$ cat config.mk
export PLATFORM = sky130hd
export DESIGN_NAME = iperf_stats_top
export DESIGN_NICKNAME = d
export VERILOG_FILES = /design/src/iperf_stats_pkg.sv /design/src/run_control.sv /design/src/tap_sampler.sv /design/src/stat_accumulator.sv /design/src/iperf_stats_top.sv
export SDC_FILE = /design/constraint.sdc
export NUM_CORES = 1
export LEC_CHECK = 0
export BUFFER_PORTS_ARGS = -buffer_cell sky130_fd_sc_hd__buf_2
export CAP_MARGIN = 10
export CORE_AREA = 2 2 254 256
export DETAILED_ROUTE_END_ITERATION = 12
export DIE_AREA = 0 0 256 258
export GPL_ROUTABILITY_DRIVEN = 0
export PLACE_DENSITY_LB_ADDON = 0.25
export SETUP_SLACK_MARGIN = 0.5
export SYNTH_ARGS = -nofsm -noshare
export SYNTH_HDL_FRONTEND = slang
export SYNTH_SLANG_ARGS = --single-unit
$ cat constraint.sdc
create_clock -name ap_clk -period 7.8 [get_ports ap_clk]
set_clock_uncertainty 0.2 [all_clocks]
set_input_delay 2.34 -clock ap_clk [delete_from_list [all_inputs] [get_ports ap_clk]]
set_output_delay 2.34 -clock ap_clk [all_outputs]
set_load 0.005 [all_outputs]
$ cat src/iperf_stats_pkg.sv
// shared widths and status field positions, imported by the statistics RTL and its testbench
`default_nettype none

package iperf_stats_pkg;

  // stream side
  localparam int STACK_WIDTH = 64; // tcp stack data path
  localparam int KEEP_WIDTH = STACK_WIDTH / 8; // one keep bit per byte
  localparam int BEAT_BYTES_WIDTH = $clog2(KEEP_WIDTH + 1); // holds 0..8

  // counter widths
  localparam int BYTE_CNT_WIDTH = 48;
  localparam int EVENT_CNT_WIDTH = 32;
  localparam int CYCLE_CNT_WIDTH = 64; // run length and elapsed cycles

  // transmit status word, error field zero means the segment went out
  localparam int TX_STATUS_WIDTH = 64;
  localparam int TX_STS_ERR_MSB = 63;
  localparam int TX_STS_ERR_LSB = 62;

  // open-connection reply
  localparam int OPEN_STATUS_WIDTH = 24;
  localparam int OPEN_OK_BIT = 16; // set when the session opened

  // read request, length sits in the upper half
  localparam int READ_PKG_WIDTH = 32;
  localparam int READ_LEN_LSB = 16;
  localparam int READ_LEN_WIDTH = 16;

endpackage

`default_nettype wire

$ cat src/run_control.sv
// run control for a throughput measurement: start edge, cycle timer, done pulse and idle flag
`timescale 1ns/1ps
`default_nettype none

module run_control (
  input  wire logic                                        ap_clk,
  input  wire logic                                        ap_rst_n,
  input  wire logic                                        ap_start,
  input  wire logic [iperf_stats_pkg::CYCLE_CNT_WIDTH-1:0] time_in_cycles,
  output logic                                             run_start,
  output logic                                             running,
  output logic                                             ap_done,
  output logic                                             ap_idle,
  output logic [iperf_stats_pkg::CYCLE_CNT_WIDTH-1:0]      exec_cycles
);

  import iperf_stats_pkg::*;

  logic                       ap_start_q; // ap_start one edge ago
  logic [CYCLE_CNT_WIDTH-1:0] run_len; // length latched at run start

  // rising edge of the level start
  assign run_start = ap_start & ~ap_start_q;

  always_ff @(posedge ap_clk) begin
    if (!ap_rst_n) begin
      ap_start_q  <= 1'b0;
      running     <= 1'b0;
      ap_done     <= 1'b0;
      exec_cycles <= '0;
    end else begin
      ap_start_q <= ap_start;
      ap_done    <= 1'b0; // single cycle pulse
      if (run_start) begin
        running     <= 1'b1; // a new start restarts the timer
        exec_cycles <= '0;
      end else if (running) begin
        exec_cycles <= exec_cycles + 1'b1;
        if (exec_cycles == run_len) begin
          running <= 1'b0; // counter ends at T+1
          ap_done <= 1'b1;
        end
      end
    end
  end

  always_ff @(posedge ap_clk) begin
    if (run_start) begin
      run_len <= time_in_cycles;
    end
  end

  // idle goes low for the whole run and comes back with done
  always_ff @(posedge ap_clk) begin
    if (!ap_rst_n) begin
      ap_idle <= 1'b1;
    end else if (run_start) begin
      ap_idle <= 1'b0;
    end else if (ap_done) begin
      ap_idle <= 1'b1;
    end
  end

endmodule

`default_nettype wire

$ cat src/tap_sampler.sv
// first statistics stage, turns observed stream handshakes into registered event strobes
`timescale 1ns/1ps
`default_nettype none

module tap_sampler (
  input  wire logic                                          ap_clk,
  input  wire logic                                          ap_rst_n,
  // receive data tap
  input  wire logic                                          rx_data_valid,
  input  wire logic                                          rx_data_ready,
  input  wire logic [iperf_stats_pkg::KEEP_WIDTH-1:0]        rx_data_keep,
  input  wire logic                                          rx_data_last,
  // transmit data tap
  input  wire logic                                          tx_data_valid,
  input  wire logic                                          tx_data_ready,
  input  wire logic [iperf_stats_pkg::KEEP_WIDTH-1:0]        tx_data_keep,
  input  wire logic                                          tx_data_last,
  // transmit command tap
  input  wire logic                                          tx_meta_valid,
  input  wire logic                                          tx_meta_ready,
  // transmit status tap
  input  wire logic                                          tx_status_valid,
  input  wire logic                                          tx_status_ready,
  input  wire logic [iperf_stats_pkg::TX_STATUS_WIDTH-1:0]   tx_status_data,
  // open reply tap
  input  wire logic                                          open_status_valid,
  input  wire logic                                          open_status_ready,
  input  wire logic [iperf_stats_pkg::OPEN_STATUS_WIDTH-1:0] open_status_data,
  // read request tap
  input  wire logic                                          read_pkg_valid,
  input  wire logic                                          read_pkg_ready,
  input  wire logic [iperf_stats_pkg::READ_PKG_WIDTH-1:0]    read_pkg_data,
  // registered events
  output logic                                               rx_beat,
  output logic [iperf_stats_pkg::BEAT_BYTES_WIDTH-1:0]       rx_beat_bytes,
  output logic                                               rx_pkt,
  output logic                                               tx_beat,
  output logic [iperf_stats_pkg::BEAT_BYTES_WIDTH-1:0]       tx_beat_bytes,
  output logic                                               tx_pkt,
  output logic                                               tx_cmd,
  output logic                                               tx_sts,
  output logic                                               tx_sts_good,
  output logic                                               open_sts,
  output logic                                               open_ok,
  output logic                                               rd_req,
  output logic [iperf_stats_pkg::READ_LEN_WIDTH-1:0]         rd_req_bytes
);

  import iperf_stats_pkg::*;

  logic rx_hs;
  logic tx_hs;
  logic meta_hs;
  logic sts_hs;
  logic open_hs;
  logic rd_hs;

  // bytes in a beat are the set keep bits, any pattern
  function automatic logic [BEAT_BYTES_WIDTH-1:0] count_keep(
    input logic [KEEP_WIDTH-1:0] keep
  );
    logic [BEAT_BYTES_WIDTH-1:0] n;
    n = '0;
    for (int i = 0; i < KEEP_WIDTH; i++) begin
      n = n + BEAT_BYTES_WIDTH'(keep[i]);
    end
    return n;
  endfunction

  assign rx_hs   = rx_data_valid & rx_data_ready;
  assign tx_hs   = tx_data_valid & tx_data_ready;
  assign meta_hs = tx_meta_valid & tx_meta_ready;
  assign sts_hs  = tx_status_valid & tx_status_ready;
  assign open_hs = open_status_valid & open_status_ready;
  assign rd_hs   = read_pkg_valid & read_pkg_ready;

  always_ff @(posedge ap_clk) begin
    if (!ap_rst_n) begin
      rx_beat     <= 1'b0;
      rx_pkt      <= 1'b0;
      tx_beat     <= 1'b0;
      tx_pkt      <= 1'b0;
      tx_cmd      <= 1'b0;
      tx_sts      <= 1'b0;
      tx_sts_good <= 1'b0;
      open_sts    <= 1'b0;
      open_ok     <= 1'b0;
      rd_req      <= 1'b0;
    end else begin
      rx_beat     <= rx_hs;
      rx_pkt      <= rx_hs & rx_data_last;
      tx_beat     <= tx_hs;
      tx_pkt      <= tx_hs & tx_data_last;
      tx_cmd      <= meta_hs;
      tx_sts      <= sts_hs;
      tx_sts_good <= sts_hs & (tx_status_data[TX_STS_ERR_MSB:TX_STS_ERR_LSB] == '0);
      open_sts    <= open_hs;
      open_ok     <= open_hs & open_status_data[OPEN_OK_BIT];
      rd_req      <= rd_hs;
    end
  end

  // amounts ride along, only looked at with their strobe
  always_ff @(posedge ap_clk) begin
    rx_beat_bytes <= count_keep(rx_data_keep);
    tx_beat_bytes <= count_keep(tx_data_keep);
    rd_req_bytes  <= read_pkg_data[READ_LEN_LSB +: READ_LEN_WIDTH];
  end

endmodule

`default_nettype wire

$ cat src/stat_accumulator.sv
// second statistics stage, sums the sampled events into run counters cleared at each start
`timescale 1ns/1ps
`default_nettype none

module stat_accumulator (
  input  wire logic                                         ap_clk,
  input  wire logic                                         ap_rst_n,
  input  wire logic                                         run_start,
  // events from the sampler
  input  wire logic                                         rx_beat,
  input  wire logic [iperf_stats_pkg::BEAT_BYTES_WIDTH-1:0] rx_beat_bytes,
  input  wire logic                                         rx_pkt,
  input  wire logic                                         tx_beat,
  input  wire logic [iperf_stats_pkg::BEAT_BYTES_WIDTH-1:0] tx_beat_bytes,
  input  wire logic                                         tx_pkt,
  input  wire logic                                         tx_cmd,
  input  wire logic                                         tx_sts,
  input  wire logic                                         tx_sts_good,
  input  wire logic                                         open_sts,
  input  wire logic                                         open_ok,
  input  wire logic                                         rd_req,
  input  wire logic [iperf_stats_pkg::READ_LEN_WIDTH-1:0]   rd_req_bytes,
  // counters
  output logic [iperf_stats_pkg::BYTE_CNT_WIDTH-1:0]        rx_bytes,
  output logic [iperf_stats_pkg::BYTE_CNT_WIDTH-1:0]        tx_bytes,
  output logic [iperf_stats_pkg::EVENT_CNT_WIDTH-1:0]       rx_pkts,
  output logic [iperf_stats_pkg::EVENT_CNT_WIDTH-1:0]       tx_pkts,
  output logic [iperf_stats_pkg::EVENT_CNT_WIDTH-1:0]       tx_cmds,
  output logic [iperf_stats_pkg::EVENT_CNT_WIDTH-1:0]       tx_stss,
  output logic [iperf_stats_pkg::EVENT_CNT_WIDTH-1:0]       tx_stss_good,
  output logic [iperf_stats_pkg::EVENT_CNT_WIDTH-1:0]       open_stss,
  output logic [iperf_stats_pkg::EVENT_CNT_WIDTH-1:0]       open_oks,
  output logic [iperf_stats_pkg::BYTE_CNT_WIDTH-1:0]        rd_req_total
);

  import iperf_stats_pkg::*;

  // byte counters
  always_ff @(posedge ap_clk) begin
    if (!ap_rst_n || run_start) begin
      rx_bytes     <= '0; // clear wins over an event in flight
      tx_bytes     <= '0;
      rd_req_total <= '0;
    end else begin
      if (rx_beat) begin
        rx_bytes <= rx_bytes + BYTE_CNT_WIDTH'(rx_beat_bytes);
      end
      if (tx_beat) begin
        tx_bytes <= tx_bytes + BYTE_CNT_WIDTH'(tx_beat_bytes);
      end
      if (rd_req) begin
        rd_req_total <= rd_req_total + BYTE_CNT_WIDTH'(rd_req_bytes);
      end
    end
  end

  // event counters
  always_ff @(posedge ap_clk) begin
    if (!ap_rst_n || run_start) begin
      rx_pkts      <= '0;
      tx_pkts      <= '0;
      tx_cmds      <= '0;
      tx_stss      <= '0;
      tx_stss_good <= '0;
      open_stss    <= '0;
      open_oks     <= '0;
    end else begin
      if (rx_pkt) begin
        rx_pkts <= rx_pkts + 1'b1;
      end
      if (tx_pkt) begin
        tx_pkts <= tx_pkts + 1'b1;
      end
      if (tx_cmd) begin
        tx_cmds <= tx_cmds + 1'b1;
      end
      if (tx_sts) begin
        tx_stss <= tx_stss + 1'b1;
      end
      if (tx_sts_good) begin
        tx_stss_good <= tx_stss_good + 1'b1; // error field was zero
      end
      if (open_sts) begin
        open_stss <= open_stss + 1'b1;
      end
      if (open_ok) begin
        open_oks <= open_oks + 1'b1;
      end
    end
  end

endmodule

`default_nettype wire

$ cat src/iperf_stats_top.sv
// top of the tcp throughput statistics core, run control plus the two stage counter pipeline
`timescale 1ns/1ps
`default_nettype none

module iperf_stats_top (
  input  wire logic                                          ap_clk,
  input  wire logic                                          ap_rst_n,
  input  wire logic                                          ap_start,
  input  wire logic [iperf_stats_pkg::CYCLE_CNT_WIDTH-1:0]   time_in_cycles,
  // stream taps
  input  wire logic                                          rx_data_valid,
  input  wire logic                                          rx_data_ready,
  input  wire logic [iperf_stats_pkg::KEEP_WIDTH-1:0]        rx_data_keep,
  input  wire logic                                          rx_data_last,
  input  wire logic                                          tx_data_valid,
  input  wire logic                                          tx_data_ready,
  input  wire logic [iperf_stats_pkg::KEEP_WIDTH-1:0]        tx_data_keep,
  input  wire logic                                          tx_data_last,
  input  wire logic                                          tx_meta_valid,
  input  wire logic                                          tx_meta_ready,
  input  wire logic                                          tx_status_valid,
  input  wire logic                                          tx_status_ready,
  input  wire logic [iperf_stats_pkg::TX_STATUS_WIDTH-1:0]   tx_status_data,
  input  wire logic                                          open_status_valid,
  input  wire logic                                          open_status_ready,
  input  wire logic [iperf_stats_pkg::OPEN_STATUS_WIDTH-1:0] open_status_data,
  input  wire logic                                          read_pkg_valid,
  input  wire logic                                          read_pkg_ready,
  input  wire logic [iperf_stats_pkg::READ_PKG_WIDTH-1:0]    read_pkg_data,
  // run status
  output logic                                               running,
  output logic                                               ap_done,
  output logic                                               ap_idle,
  output logic [iperf_stats_pkg::CYCLE_CNT_WIDTH-1:0]        exec_cycles,
  // statistics
  output logic [iperf_stats_pkg::BYTE_CNT_WIDTH-1:0]         rx_bytes,
  output logic [iperf_stats_pkg::BYTE_CNT_WIDTH-1:0]         tx_bytes,
  output logic [iperf_stats_pkg::EVENT_CNT_WIDTH-1:0]        rx_pkts,
  output logic [iperf_stats_pkg::EVENT_CNT_WIDTH-1:0]        tx_pkts,
  output logic [iperf_stats_pkg::EVENT_CNT_WIDTH-1:0]        tx_cmds,
  output logic [iperf_stats_pkg::EVENT_CNT_WIDTH-1:0]        tx_stss,
  output logic [iperf_stats_pkg::EVENT_CNT_WIDTH-1:0]        tx_stss_good,
  output logic [iperf_stats_pkg::EVENT_CNT_WIDTH-1:0]        open_stss,
  output logic [iperf_stats_pkg::EVENT_CNT_WIDTH-1:0]        open_oks,
  output logic [iperf_stats_pkg::BYTE_CNT_WIDTH-1:0]         rd_req_total
);

  import iperf_stats_pkg::*;

  logic                        run_start; // one cycle, clears the counters
  logic                        rx_beat;
  logic [BEAT_BYTES_WIDTH-1:0] rx_beat_bytes;
  logic                        rx_pkt;
  logic                        tx_beat;
  logic [BEAT_BYTES_WIDTH-1:0] tx_beat_bytes;
  logic                        tx_pkt;
  logic                        tx_cmd;
  logic                        tx_sts;
  logic                        tx_sts_good;
  logic                        open_sts;
  logic                        open_ok;
  logic                        rd_req;
  logic [READ_LEN_WIDTH-1:0]   rd_req_bytes;

  run_control u_run_control (
    .ap_clk         (ap_clk),
    .ap_rst_n       (ap_rst_n),
    .ap_start       (ap_start),
    .time_in_cycles (time_in_cycles),
    .run_start      (run_start),
    .running        (running),
    .ap_done        (ap_done),
    .ap_idle        (ap_idle),
    .exec_cycles    (exec_cycles)
  );

  tap_sampler u_tap_sampler (
    .ap_clk            (ap_clk),
    .ap_rst_n          (ap_rst_n),
    .rx_data_valid     (rx_data_valid),
    .rx_data_ready     (rx_data_ready),
    .rx_data_keep      (rx_data_keep),
    .rx_data_last      (rx_data_last),
    .tx_data_valid     (tx_data_valid),
    .tx_data_ready     (tx_data_ready),
    .tx_data_keep      (tx_data_keep),
    .tx_data_last      (tx_data_last),
    .tx_meta_valid     (tx_meta_valid),
    .tx_meta_ready     (tx_meta_ready),
    .tx_status_valid   (tx_status_valid),
    .tx_status_ready   (tx_status_ready),
    .tx_status_data    (tx_status_data),
    .open_status_valid (open_status_valid),
    .open_status_ready (open_status_ready),
    .open_status_data  (open_status_data),
    .read_pkg_valid    (read_pkg_valid),
    .read_pkg_ready    (read_pkg_ready),
    .read_pkg_data     (read_pkg_data),
    .rx_beat           (rx_beat),
    .rx_beat_bytes     (rx_beat_bytes),
    .rx_pkt            (rx_pkt),
    .tx_beat           (tx_beat),
    .tx_beat_bytes     (tx_beat_bytes),
    .tx_pkt            (tx_pkt),
    .tx_cmd            (tx_cmd),
    .tx_sts            (tx_sts),
    .tx_sts_good       (tx_sts_good),
    .open_sts          (open_sts),
    .open_ok           (open_ok),
    .rd_req            (rd_req),
    .rd_req_bytes      (rd_req_bytes)
  );

  stat_accumulator u_stat_accumulator (
    .ap_clk        (ap_clk),
    .ap_rst_n      (ap_rst_n),
    .run_start     (run_start),
    .rx_beat       (rx_beat),
    .rx_beat_bytes (rx_beat_bytes),
    .rx_pkt        (rx_pkt),
    .tx_beat       (tx_beat),
    .tx_beat_bytes (tx_beat_bytes),
    .tx_pkt        (tx_pkt),
    .tx_cmd        (tx_cmd),
    .tx_sts        (tx_sts),
    .tx_sts_good   (tx_sts_good),
    .open_sts      (open_sts),
    .open_ok       (open_ok),
    .rd_req        (rd_req),
    .rd_req_bytes  (rd_req_bytes),
    .rx_bytes      (rx_bytes),
    .tx_bytes      (tx_bytes),
    .rx_pkts       (rx_pkts),
    .tx_pkts       (tx_pkts),
    .tx_cmds       (tx_cmds),
    .tx_stss       (tx_stss),
    .tx_stss_good  (tx_stss_good),
    .open_stss     (open_stss),
    .open_oks      (open_oks),
    .rd_req_total  (rd_req_total)
  );

endmodule

`default_nettype wire

; Word-level counts from Yosys, hierarchy flattened
; Index checks and enable logic that the tools add are counted.
; Widths: inputs -> output; s select.
[totals]
elab_cells = 81
reg_bits = 534
[op_classes]
reduce_logical = 6
addsub = 25
n_eq_ne = 1
bitwise = 14
mux = 6
[ops]
columns = operator, n
row1 = $add 32x1->32 const B, 7
row2 = $add 48x4->48, 2
row3 = $add 64x1->64 const B, 1
row4 = $eq 64x64->1, 1
row5 = $add 4x1->4, 12
row6 = $add 48x16->48, 1
row7 = $and 1x1->1, 11
row8 = $mux 1, 6
row9 = $add 1x1->2, 2
row10 = $not 1->1, 3
row11 = $reduce_or 3->1, 1
row12 = $logic_not 2->1, 1
row13 = $reduce_bool 2->1, 1
row14 = $reduce_or 2->1, 1
row15 = $logic_not 1->1, 1
row16 = $logic_or 1x1->1, 1

; Longest topological paths before layout
; Gate-level depths: netlist (run 1).
[logic_depth]
ltp_word = 7
depth_mapped = 11
depth_no_buf = 10

; Cells and area by module
; Synthesis (run 1) repeated with hierarchy kept, for this count alone.
[hier_totals]
cells_unflattened = 2551
area_unflattened_um2 = 23505.0
[modules_own_cells]
columns = module, area_per_inst_um2, cells_each, n_inst
row1 = stat_accumulator, 16613.4, 1937, 1
row2 = run_control, 5780.5, 528, 1
row3 = tap_sampler, 1111.1, 86, 1

; Worst setup path before layout (run 1)
; Ideal clock, no wire load.
[synth_path]
path_type = input-to-reg
start = input ap_start
end = register u_stat_accumulator.open_stss[0] (netlist bit)
setup_ns = 0.128
setup_slack_ns = 0.837
arrival_time_ns = 6.635
stages = 7
cell_sequence = nor2b_1 > nand2b_1 > clkbuf_1 > clkbuf_1 > clkbuf_1 > clkbuf_1 > nor2_1
[synth_between]
elab_chain_cells = 2
[synth_rtl]
columns = item, line
row1 = start: declaration, iperf_stats_top.sv:8  ; input wire logic ap_start,
row2 = $and 1x1->1, run_control.sv:23  ; assign run_start = ap_start & ~ap_start_q;
row3 = $logic_or 1x1->1, stat_accumulator.sv:59  ; if (!ap_rst_n || run_start) begin
row4 = end signal: assignment, stat_accumulator.sv:84  ; open_stss <= open_stss + 1'b1;
row5 = end: declaration, stat_accumulator.sv:31  ; output logic [iperf_stats_pkg::EVENT_CNT_WIDTH-1:0] open_stss,
; No other way between the ends.
; A chain may end at the register's enable or synchronous reset.

; Worst setup path in the final report (run 1)
[layout_path]
start = input rx_data_keep[0] (netlist bit)
end = register u_tap_sampler.rx_beat_bytes[2] (netlist bit)
[layout_between]
elab_chain_cells = 7
[layout_rtl]
columns = item, line
row1 = start: declaration, iperf_stats_top.sv:13  ; input wire logic [iperf_stats_pkg::KEEP_WIDTH-1:0] rx_data_keep,
row2 = $add 1x1->2, tap_sampler.sv:65  ; n = n + BEAT_BYTES_WIDTH'(keep[i]);
row3 = $add 4x1->4 (6 in series), tap_sampler.sv:65
row4 = end signal: assignment, tap_sampler.sv:105  ; rx_beat_bytes <= count_keep(rx_data_keep);
row5 = end: declaration, tap_sampler.sv:35  ; output logic [iperf_stats_pkg::BEAT_BYTES_WIDTH-1:0] rx_beat_bytes,
; No other way between the ends.

==> impl_metrics.csv, run 1 <==
group,metric,value,unit
critical_path,critPathMaxFanout,2,
grt,globalRoute.totalOverflow,0,
critical_path,required,8.08,ns
grt,maximum_number_of_pins_on_one_net_before_global_route_repair,110,
floorplanning,design.core.area,63650,um^2
clock_network,postCtsResizedCells,0,
layout,instances_no_fill,3996,
critical_path,worst-r2r-setup-slack,4.56,ns
clock_network,ctsHoldBuffers,0,
critical_path,reg2reg_from,"u_stat_accumulator.rd_req_total[0]$_SDFFE_PP0P_",
logic_synthesis,yosys.area.top_type_share,40.27,%
detailed_routing,routed-via-count,19499,
layout,layout-area-overhead-vs-synth,24.01,%
logic_synthesis,ys_top_cells_by_area,"sky130_fd_sc_hd__dfxtp_1 (40%), sky130_fd_sc_hd__xor2_1 (9.9%), sky130_fd_sc_hd__edfxtp_1 (8.2%)",
clock_network,htreeDepth,2,
layout,final_design_area_no_fill,28970,um^2
detailed_routing,ant_nets,0,
floorplanning,row_count,93,
placement,detailedPlace.worstSlack,2.841,ns
grt,track_usage,18.89,%
detailed_routing,detail_route.drc_violations,0,
clock_network,root_buffer,"sky130_fd_sc_hd__clkbuf_16",
clock_network,clk_pin_slew_worst_paths,0.05,ns
floorplanning,chipHeight,258,um
logic_synthesis,synth_nets,2823,
floorplanning,io_pins,652,
clock_network,clock_insertion_delay_worst_skew,0.62,ns
clock_network,cts.path.max_buffers,3,
worst_hold_path,timing.hold.worst_path_depth,2,
logic_synthesis,syn_area_per_cell,9.138,um^2
grt,grt_pass1_vias,17910,
logic_synthesis,yosys.area.top_type,"sky130_fd_sc_hd__dfxtp_1",
placement,place_area,26990,um^2
critical_path,timing_worst_setup_path_type,"input pin to flop",
clock_network,cts_sinks,534,
placement,dp.cells,3886,
detailed_routing,post_drt_via_cell_ratio,4.880,
logic_synthesis,yosys_most_used_dff,"sky130_fd_sc_hd__dfxtp_1",
run_status,result_of_the_run,"complete, no violations",
timing,worstMarginPinSlew,0.9774,ns
placement,buffer_ports.inserted,550,
floorplanning,dieWidth,256,um
timing,min_period_over_period,55.66,%
logic_synthesis,post_syn_area,23360,um^2
layout,number_of_nets_at_the_end_of_the_flow,3357,
floorplanning,initial_core_util,36.71,%
floorplanning,design.die.area,66050,um^2
logic_synthesis,synth_async_sr_flop_share,0,%
logic_synthesis,post_synth_inst_count,2557,
grt,antenna_violations_before_repair,11,
logic_synthesis,netlist-cell-type-count,59,
detailed_routing,detail_route.first_pass.iterations,4,
timing,slew_headroom,34.84,%
detailed_routing,wire_per_inst,16.28,um
layout,share_of_post_route_cells_with_drive_strength_above_1,21.44,%
worst_hold_path,holdCritPathClass,"flop to flop",
logic_synthesis,synth_enable_flop_cells,64,
power_and_ir_drop,peakVddDrop,0.1579,mV
logic_synthesis,synth_warnings,0,
critical_path,critical_path.reg2reg.endpoint,"u_stat_accumulator.rd_req_total[38]$_SDFFE_PP0P_",
grt,grt_first_pass_wirelength,101100,um
placement,post-dp-hpwl,48240,um
clock_network,cts_tree,"done",
logic_synthesis,synth.ff_latch_count,534,
critical_path,cp_data_arrival_time,4.62,ns
detailed_routing,wl,65060,um
critical_path,worstSetupEndpointType,"flop",
timing,totalNegativeSetupSlack,0,ns
detailed_routing,initialDrtViolationCount,1108,
worst_hold_path,min-delay-start,"u_stat_accumulator.rd_req_total[47]$_SDFFE_PP0P_",
clock_network,postCtsSetupRepairBufs,0,
logic_synthesis,synth.yosys.seq_area_share,48.50,%
power_and_ir_drop,power.density_cell_area,204.2,nW/um^2
run,timing.max_cap.violations,0,
clock_network,cts-buffers-inserted,58,
timing,fin_crit,4.341,ns
power_and_ir_drop,cellLeakagePower,12.05,nW
timing,timing.final.hold_violations,0,
timing,setup_repair_after_global_routing_missed_its_margin,"no",
critical_path,ff2ff_path_depth,11,
worst_hold_path,timing.hold.worst_endpoint,"u_stat_accumulator.rd_req_total[47]$_SDFFE_PP0P_",
timing,setup_ws,3.459,ns
timing,clock.fmax,230.3,MHz
critical_path,crit_path_start_kind,"input pin",
timing,setup-violations-final,0,
layout,post-route-util,45.52,%
timing,slew_viols_final,0,
-- through the flow --
| stage | power (mW) | hold WS (ns) |
|---|---|---|
| floorplan | 3.059 | 0.2743 |
| global placement | 3.149 | 0.2738 |
| detailed placement | 3.153 | 0.2814 |
| CTS | 6.013 | 0.2905 |
| global route | 6.143 | 0.3131 |
| finish | 5.917 | 0.2914 |
-- layer usage --
layer	vias to the layer above	routed length, um	part of all wire, %	global-route usage [%]
met5	-	78	0.12	0
met4	12	1883	2.9	5.929
met3	123	4246	6.5	5.006
met2	470	30130	46	31.00
met1	9032	28730	44	24.28
li1	9862	-	-	-
-- area by class of cell --
class,count,area (um^2)
diodes,2,5.005
clock buffers,89,1728
clock inverters,19,246.5
fillers,6362,34680
inverters,68,255.2
multi-input cells,1865,11440
flip-flops and latches,534,11330
well taps,855,1070
repair buffers,564,2895
-- cell families after synthesis --
kind of cell | after synthesis | share of synthesized area, %
AND/OR/NAND/NOR | 1136 | 24.09
adder cells (fa/ha/maj) | 49 | 2.977
buffers and inverters | 158 | 2.592
multiplexers | 24 | 1.028
AO/OA/AOI/OAI | 276 | 6.571
flip-flops | 534 | 48.50
XOR/XNOR | 380 | 14.24
-- placed cells by master (no fill, tap or decap), drive strengths merged, types with 7 or more instances in the layout --
| cell | Yosys | final |
|---|---|---|
| and3 | 90 | 90 |
| o21a | 8 | 8 |
| and2 | 22 | 22 |
| nor3 | 27 | 27 |
| a21oi | 122 | 122 |
| ha | 38 | 38 |
| nor2 | 391 | 391 |
| clkbuf | 75 | 89 |
| nor2b | 13 | 13 |
| inv | 68 | 70 |
| or4 | 10 | 10 |
| fa | 11 | 11 |
| buf | 15 | 564 |
| nand4 | 100 | 100 |
| clkinv | 0 | 12 |
| o31ai | 7 | 7 |
| edfxtp | 64 | 64 |
| and4 | 30 | 30 |
| o21ai | 102 | 102 |
| nor4 | 22 | 22 |
| nand2 | 196 | 196 |
| mux2i | 24 | 24 |
| dfxtp | 470 | 470 |
| or3 | 93 | 93 |
| nand3 | 124 | 124 |
| xnor2 | 115 | 115 |
| xor2 | 265 | 265 |
| a21o | 8 | 8 |
-- state kept, by name, summed over array words and instances (netlist names), 48 cells and up --
signal / count
u_stat_accumulator.rx_bytes: 48
u_stat_accumulator.tx_bytes: 48
u_run_control.run_len: 64
u_stat_accumulator.rd_req_total: 48
u_run_control.exec_cycles: 64
-- synthesized netlist by cell type (3+ instances only) --
cell / number
sky130_fd_sc_hd__a211oi_1: 4
sky130_fd_sc_hd__a21o_1: 8
sky130_fd_sc_hd__a21oi_1: 122
sky130_fd_sc_hd__a31oi_1: 3
sky130_fd_sc_hd__and2_1: 22
sky130_fd_sc_hd__and3_1: 90
sky130_fd_sc_hd__and4_1: 30
sky130_fd_sc_hd__buf_1: 10
sky130_fd_sc_hd__buf_2: 4
sky130_fd_sc_hd__clkbuf_1: 75
sky130_fd_sc_hd__dfxtp_1: 470
sky130_fd_sc_hd__edfxtp_1: 64
sky130_fd_sc_hd__fa_1: 11
sky130_fd_sc_hd__ha_1: 38
sky130_fd_sc_hd__inv_1: 68
sky130_fd_sc_hd__mux2i_1: 24
sky130_fd_sc_hd__nand2_1: 196
sky130_fd_sc_hd__nand2b_1: 4
sky130_fd_sc_hd__nand3_1: 123
sky130_fd_sc_hd__nand4_1: 98
sky130_fd_sc_hd__nor2_1: 391
sky130_fd_sc_hd__nor2b_1: 13
sky130_fd_sc_hd__nor3_1: 27
sky130_fd_sc_hd__nor3b_1: 4
sky130_fd_sc_hd__nor4_1: 20
sky130_fd_sc_hd__o211ai_1: 5
sky130_fd_sc_hd__o21a_1: 8
sky130_fd_sc_hd__o21ai_0: 99
sky130_fd_sc_hd__o21ai_1: 3
sky130_fd_sc_hd__o21bai_1: 4
sky130_fd_sc_hd__o31ai_1: 7
sky130_fd_sc_hd__or3_1: 93
sky130_fd_sc_hd__or4_1: 7
sky130_fd_sc_hd__or4_4: 3
sky130_fd_sc_hd__xnor2_1: 115
sky130_fd_sc_hd__xor2_1: 265
-- power by group --
part / internal [mW] / switching (mW) / total (mW)
Clock: 1.69 / 1.14 / 2.83
Combinational: 0.0908 / 0.142 / 0.233
Sequential: 2.83 / 0.0263 / 2.86
Total: 4.61 / 1.31 / 5.92
-- critical path, cell delays in order --
cell and delay [ns]:
sky130_fd_sc_hd__buf_2 0.10, sky130_fd_sc_hd__ha_1 0.26, sky130_fd_sc_hd__inv_1 0.04, sky130_fd_sc_hd__fa_1 0.49, sky130_fd_sc_hd__fa_1 0.43, sky130_fd_sc_hd__fa_1 0.44
sky130_fd_sc_hd__fa_1 0.40, sky130_fd_sc_hd__xnor2_1 0.13
-- worst max path at each step --
stage | to | cells past startpoint | start | slack (ns)
after CTS | u_tap_sampler.rx_beat_bytes[2]$_DFF_P_ | 8 | rx_data_keep[0] | 3.49
after global routing | u_tap_sampler.tx_beat_bytes[2]$_DFF_P_ | 8 | tx_data_keep[1] | 3.42
after detailed placement | u_tap_sampler.rx_beat_bytes[2]$_DFF_P_ | 8 | rx_data_keep[0] | 2.84
after global placement | u_tap_sampler.rx_beat_bytes[1]$_DFF_P_ | 8 | rx_data_keep[0] | 2.85
after floorplan | u_stat_accumulator.open_stss[0]$_SDFFE_PP0P_ | 7 | ap_start | 0.84
final | u_tap_sampler.rx_beat_bytes[2]$_DFF_P_ | 8 | rx_data_keep[0] | 3.46
No activity file was read; power rests on OpenSTA's default activity.
==> run 2, diff against run 1 <==
- ABC_AREA: default -> 1
- CORE_AREA: 2 2 254 256 -> 2 2 252 254
- DIE_AREA: 0 0 256 258 -> 0 0 254 256
- clock period: 7.8 -> 4.4 ns (I/O delays scaled with it)
==> run 2 against run 1 <==
Register-to-register slack got worse by 3.1 ns; first-iteration DRC count increased by 95%; synthesized cell count increased by 66%; final area increased by 18%; flip-flop and latch count unchanged; area after synthesis increased by 22%; critical path type unchanged; sequential share of layout area decreased by 5.9 points; critical path depth unchanged; sequential power increased by 78%; via count increased by 48%; core utilization increased by 9.1 points.
==> impl_metrics.csv, run 2 <==
group,metric,value,unit
detailed_routing,wire_per_inst,15.45,um
logic_synthesis,post_syn_area,28440,um^2
power_and_ir_drop,peakVddDrop,0.3266,mV
timing,timing.final.hold_violations,0,
logic_synthesis,simple_gate_portion_of_the_synthesized_area,36.80,%
logic_synthesis,yosys_most_used_dff,"sky130_fd_sc_hd__dfxtp_1",
detailed_routing,wl,87950,um
worst_hold_path,holdCritPathClass,"flop to flop",
clock_network,cts.path.max_buffers,3,
worst_hold_path,timing.hold.worst_path_depth,2,
layout,layout-area-overhead-vs-synth,19.81,%
layout,top_regs,"u_run_control.exec_cycles (64), u_run_control.run_len (64)",
grt,globalRoute.totalOverflow,0,
critical_path,cp_data_arrival_time,3.62,ns
clock_network,cts_sinks,534,
layout,filler_cell_count,6254,
logic_synthesis,synth_async_sr_flop_share,0,%
power_and_ir_drop,internal_power,8.273,mW
critical_path,critPathSlowestCell,"sky130_fd_sc_hd__fa_1",
timing,fin_crit,3.312,ns
logic_synthesis,yosys.area.top_type_share,33.08,%
worst_hold_path,min-delay-start,"u_stat_accumulator.tx_cmds[8]$_SDFFE_PP0P_",
detailed_routing,initialDrtViolationCount,2156,
worst_hold_path,timing.hold.worst_endpoint,"u_stat_accumulator.tx_cmds[8]$_SDFFE_PP0P_",
layout,mostFrequentLayoutCell,"sky130_fd_sc_hd__nand2_1",
logic_synthesis,post_synth_inst_count,4250,
clock_network,htreeDepth,2,
floorplanning,row_count,92,
grt,met3_usage,5.899,%
critical_path,critPathMostFrequentCell,"sky130_fd_sc_hd__fa_1",
grt,grt_first_pass_wirelength,138400,um
clock_network,postCtsSetupRepairBufs,0,
power_and_ir_drop,pwr-share-clk,47.7,%
power_and_ir_drop,cellLeakagePower,14.77,nW
grt,maximum_number_of_pins_on_one_net_before_global_route_repair,115,
critical_path,worst-r2r-setup-slack,1.50,ns
timing,slew_headroom,43.30,%
grt,track_usage,26.13,%
critical_path,critical_path.reg2reg.endpoint,"u_stat_accumulator.rd_req_total[36]$_SDFFE_PP0P_",
grt,antenna_violations_before_repair,1,
clock_network,postCtsResizedCells,0,
layout,share_of_post_route_cells_with_drive_strength_above_1,15.35,%
detailed_routing,post_drt_via_cell_ratio,5.086,
detailed_routing,detail_route.drc_violations,0,
placement,dp.cells,5584,
run,timing.max_cap.violations,0,
clock_network,cts_tree,"done",
grt,met2_track_demand_over_resource,43.59,%
logic_synthesis,synth_enable_flop_cells,64,
critical_path,worst_path_dominant_cell_family,"adder cells",
power_and_ir_drop,power.combinational.fraction,4.9,%
floorplanning,initial_core_util,45.59,%
floorplanning,dieWidth,254,um
timing,totalNegativeSetupSlack,0,ns
logic_synthesis,synth_warnings,0,
logic_synthesis,synthAdderAreaFrac,2.446,%
placement,place_area,32070,um^2
timing,setup_repair_after_global_routing_missed_its_margin,"no",
critical_path,critical_path.cell_chain,"buf_2, ha_1, inv_1, fa_1, fa_1, fa_1, fa_1, xnor2_1",
detailed_routing,detail_route.first_pass.iterations,6,
logic_synthesis,synth_mux_area_share,0,%
critical_path,reg2reg_from,"u_stat_accumulator.rd_req_total[0]$_SDFFE_PP0P_",
floorplanning,design.core.area,62390,um^2
layout,final_design_area_no_fill,34080,um^2
run_status,result_of_the_run,"complete, no violations",
logic_synthesis,synthMostInstantiatedCell,"sky130_fd_sc_hd__nand2_1",
logic_synthesis,netlist-cell-type-count,50,
logic_synthesis,synth.ff_latch_count,534,
logic_synthesis,post_synth_most_frequent_cells,"sky130_fd_sc_hd__nand2_1 (1040), sky130_fd_sc_hd__nor2_1 (670), sky130_fd_sc_hd__inv_1 (624)",
critical_path,ff2ff_path_depth,13,
placement,post-dp-hpwl,67090,um
critical_path,required,4.70,ns
critical_path,critical-path-max-stage-delay,0.46,ns
logic_synthesis,synth_top_family_by_area,"simple AND/OR/NAND/NOR gates",
timing,holdWs,0.2609,ns
power_and_ir_drop,pwr-share-seq,47.4,%
clock_network,clk_pin_slew_worst_paths,0.06,ns
power_and_ir_drop,power.density_cell_area,314.4,nW/um^2
logic_synthesis,synth_nets,4516,
floorplanning,io_pins,652,
logic_synthesis,area_share_of_xor_xnor_cells_in_the_synthesized_design,3.203,%
detailed_routing,ant_nets,0,
detailed_routing,routed-via-count,28948,
timing,worstMarginPinSlew,0.8505,ns
logic_synthesis,ys_top_cells_by_area,"sky130_fd_sc_hd__dfxtp_1 (33%), sky130_fd_sc_hd__nand2_1 (14%), sky130_fd_sc_hd__nor2_1 (8.8%)",
timing,slew_viols_final,0,
power_and_ir_drop,netSwitchingFraction,22.79,%
layout,number_of_nets_at_the_end_of_the_flow,5065,
grt,global_route.peak_usage_layer,"met2",
critical_path,worstSetupEndpointType,"flop",
critical_path,timing_worst_setup_path_type,"input pin to flop",
clock_network,clock_insertion_delay_worst_skew,0.61,ns
placement,buffer_ports.inserted,550,
clock_network,cts-buffers-inserted,59,
layout,layout_common_cells,"sky130_fd_sc_hd__nand2_1 (1040), sky130_fd_sc_hd__nor2_1 (668), sky130_fd_sc_hd__inv_1 (624)",
clock_network,root_buffer,"sky130_fd_sc_hd__clkbuf_16",
floorplanning,design.die.area,65020,um^2
critical_path,crit_path_start_kind,"input pin",
critical_path,cp.buffers_inverters,2,
clock_network,ctsHoldBuffers,0,
grt,grt_pass1_vias,26207,
layout,instances_no_fill,5692,
critical_path,critPathMaxFanout,2,
logic_synthesis,synth.yosys.seq_area_share,39.84,%
floorplanning,chipHeight,256,um
grt,met1_usage,33.52,%
timing,min_period_over_period,75.28,%
timing,clock.fmax,301.9,MHz
timing,setup-violations-final,0,
layout,antennaDiodeCount,0,
logic_synthesis,syn_area_per_cell,6.692,um^2
power_and_ir_drop,switching_power,2.442,mW
logic_synthesis,synth_compound_area_share,8.161,%
logic_synthesis,yosys.area.top_type,"sky130_fd_sc_hd__dfxtp_1",
[run 2: cell count changes in the layout (fill, tap and decap cells not counted), sizes merged, moves of 92 or more]
cell,delta
xor2,-187
nand2,+857
a21oi,+122
nor2,+318
nor3,+158
or3,-92
inv,+567
nand3,+124
[run 2: power by group through the flow]
| stage | Clock (mW) | Combinational [mW] | Sequential, mW |
|---|---|---|---|
| after detailed placement | 0 | 0.527 | 5.18 |
| final | 5.11 | 0.527 | 5.08 |
| after global placement | 0 | 0.518 | 5.18 |
| after global routing | 5.39 | 0.602 | 5.08 |
| after CTS | 5.20 | 0.530 | 5.07 |
| after floorplan | 0 | 0.366 | 5.16 |
[run 2: how the worst max path moves through the flow]
stage | startpoint | to | slack, ns | cells past startpoint
after floorplan | rx_data_keep[0] | u_tap_sampler.rx_beat_bytes[2]$_DFF_P_ | 0.67 | 7
after global placement | rx_data_keep[0] | u_tap_sampler.rx_beat_bytes[1]$_DFF_P_ | 0.51 | 8
after detailed placement | rx_data_keep[0] | u_tap_sampler.rx_beat_bytes[2]$_DFF_P_ | 0.51 | 8
after CTS | rx_data_keep[0] | u_tap_sampler.rx_beat_bytes[2]$_DFF_P_ | 1.11 | 8
after global routing | rx_data_keep[0] | u_tap_sampler.rx_beat_bytes[2]$_DFF_P_ | 1.05 | 8
final | rx_data_keep[0] | u_tap_sampler.rx_beat_bytes[2]$_DFF_P_ | 1.09 | 8
[run 2: worst min-delay path, cell delays in order (launching register included)]
cell and delay (ns):
sky130_fd_sc_hd__dfxtp_1 0.31, sky130_fd_sc_hd__inv_1 0.05, sky130_fd_sc_hd__a21oi_1 0.05
[run 2: layout make-up]
class	instances	area, um^2	area share, %
clock buffer	84	1730	5.078
clock inverter	24	270.3	0.7931
inverter	637	2396	7.032
multi-input combinational	3007	14410	42.29
sequential	534	11330	33.26
tap	846	1059	3.106
timing repair buffer	560	2878	8.445
[run 2: per-stage QoR]
step | total power [mW] | setup slack (ns) | utilization, %
after floorplan | 5.525 | 0.6686 | -
after global placement | 5.698 | 0.5124 | 51.41
after detailed placement | 5.707 | 0.5083 | 51.41
after CTS | 10.80 | 1.115 | 54.62
after global routing | 11.08 | 1.053 | 54.62
final | 10.71 | 1.088 | 54.62
[run 2: kinds of logic (layout without fill, tap and decap cells)]
family / after synthesis / count (layout)
AO/OA/AOI/OAI: 443 / 443
AND/OR/NAND/NOR: 2411 / 2411
buffers and inverters: 709 / 1305
XOR/XNOR: 104 / 104
adder cells (fa/ha/maj): 49 / 49
flip-flops: 534 / 534
[run 2: metal layers]
layer  routed length, um  up-vias
li1                    -    14712
met4                2557        2
met5                  13        -
met3                7361      172
met1               37550    13088
met2               40470      974
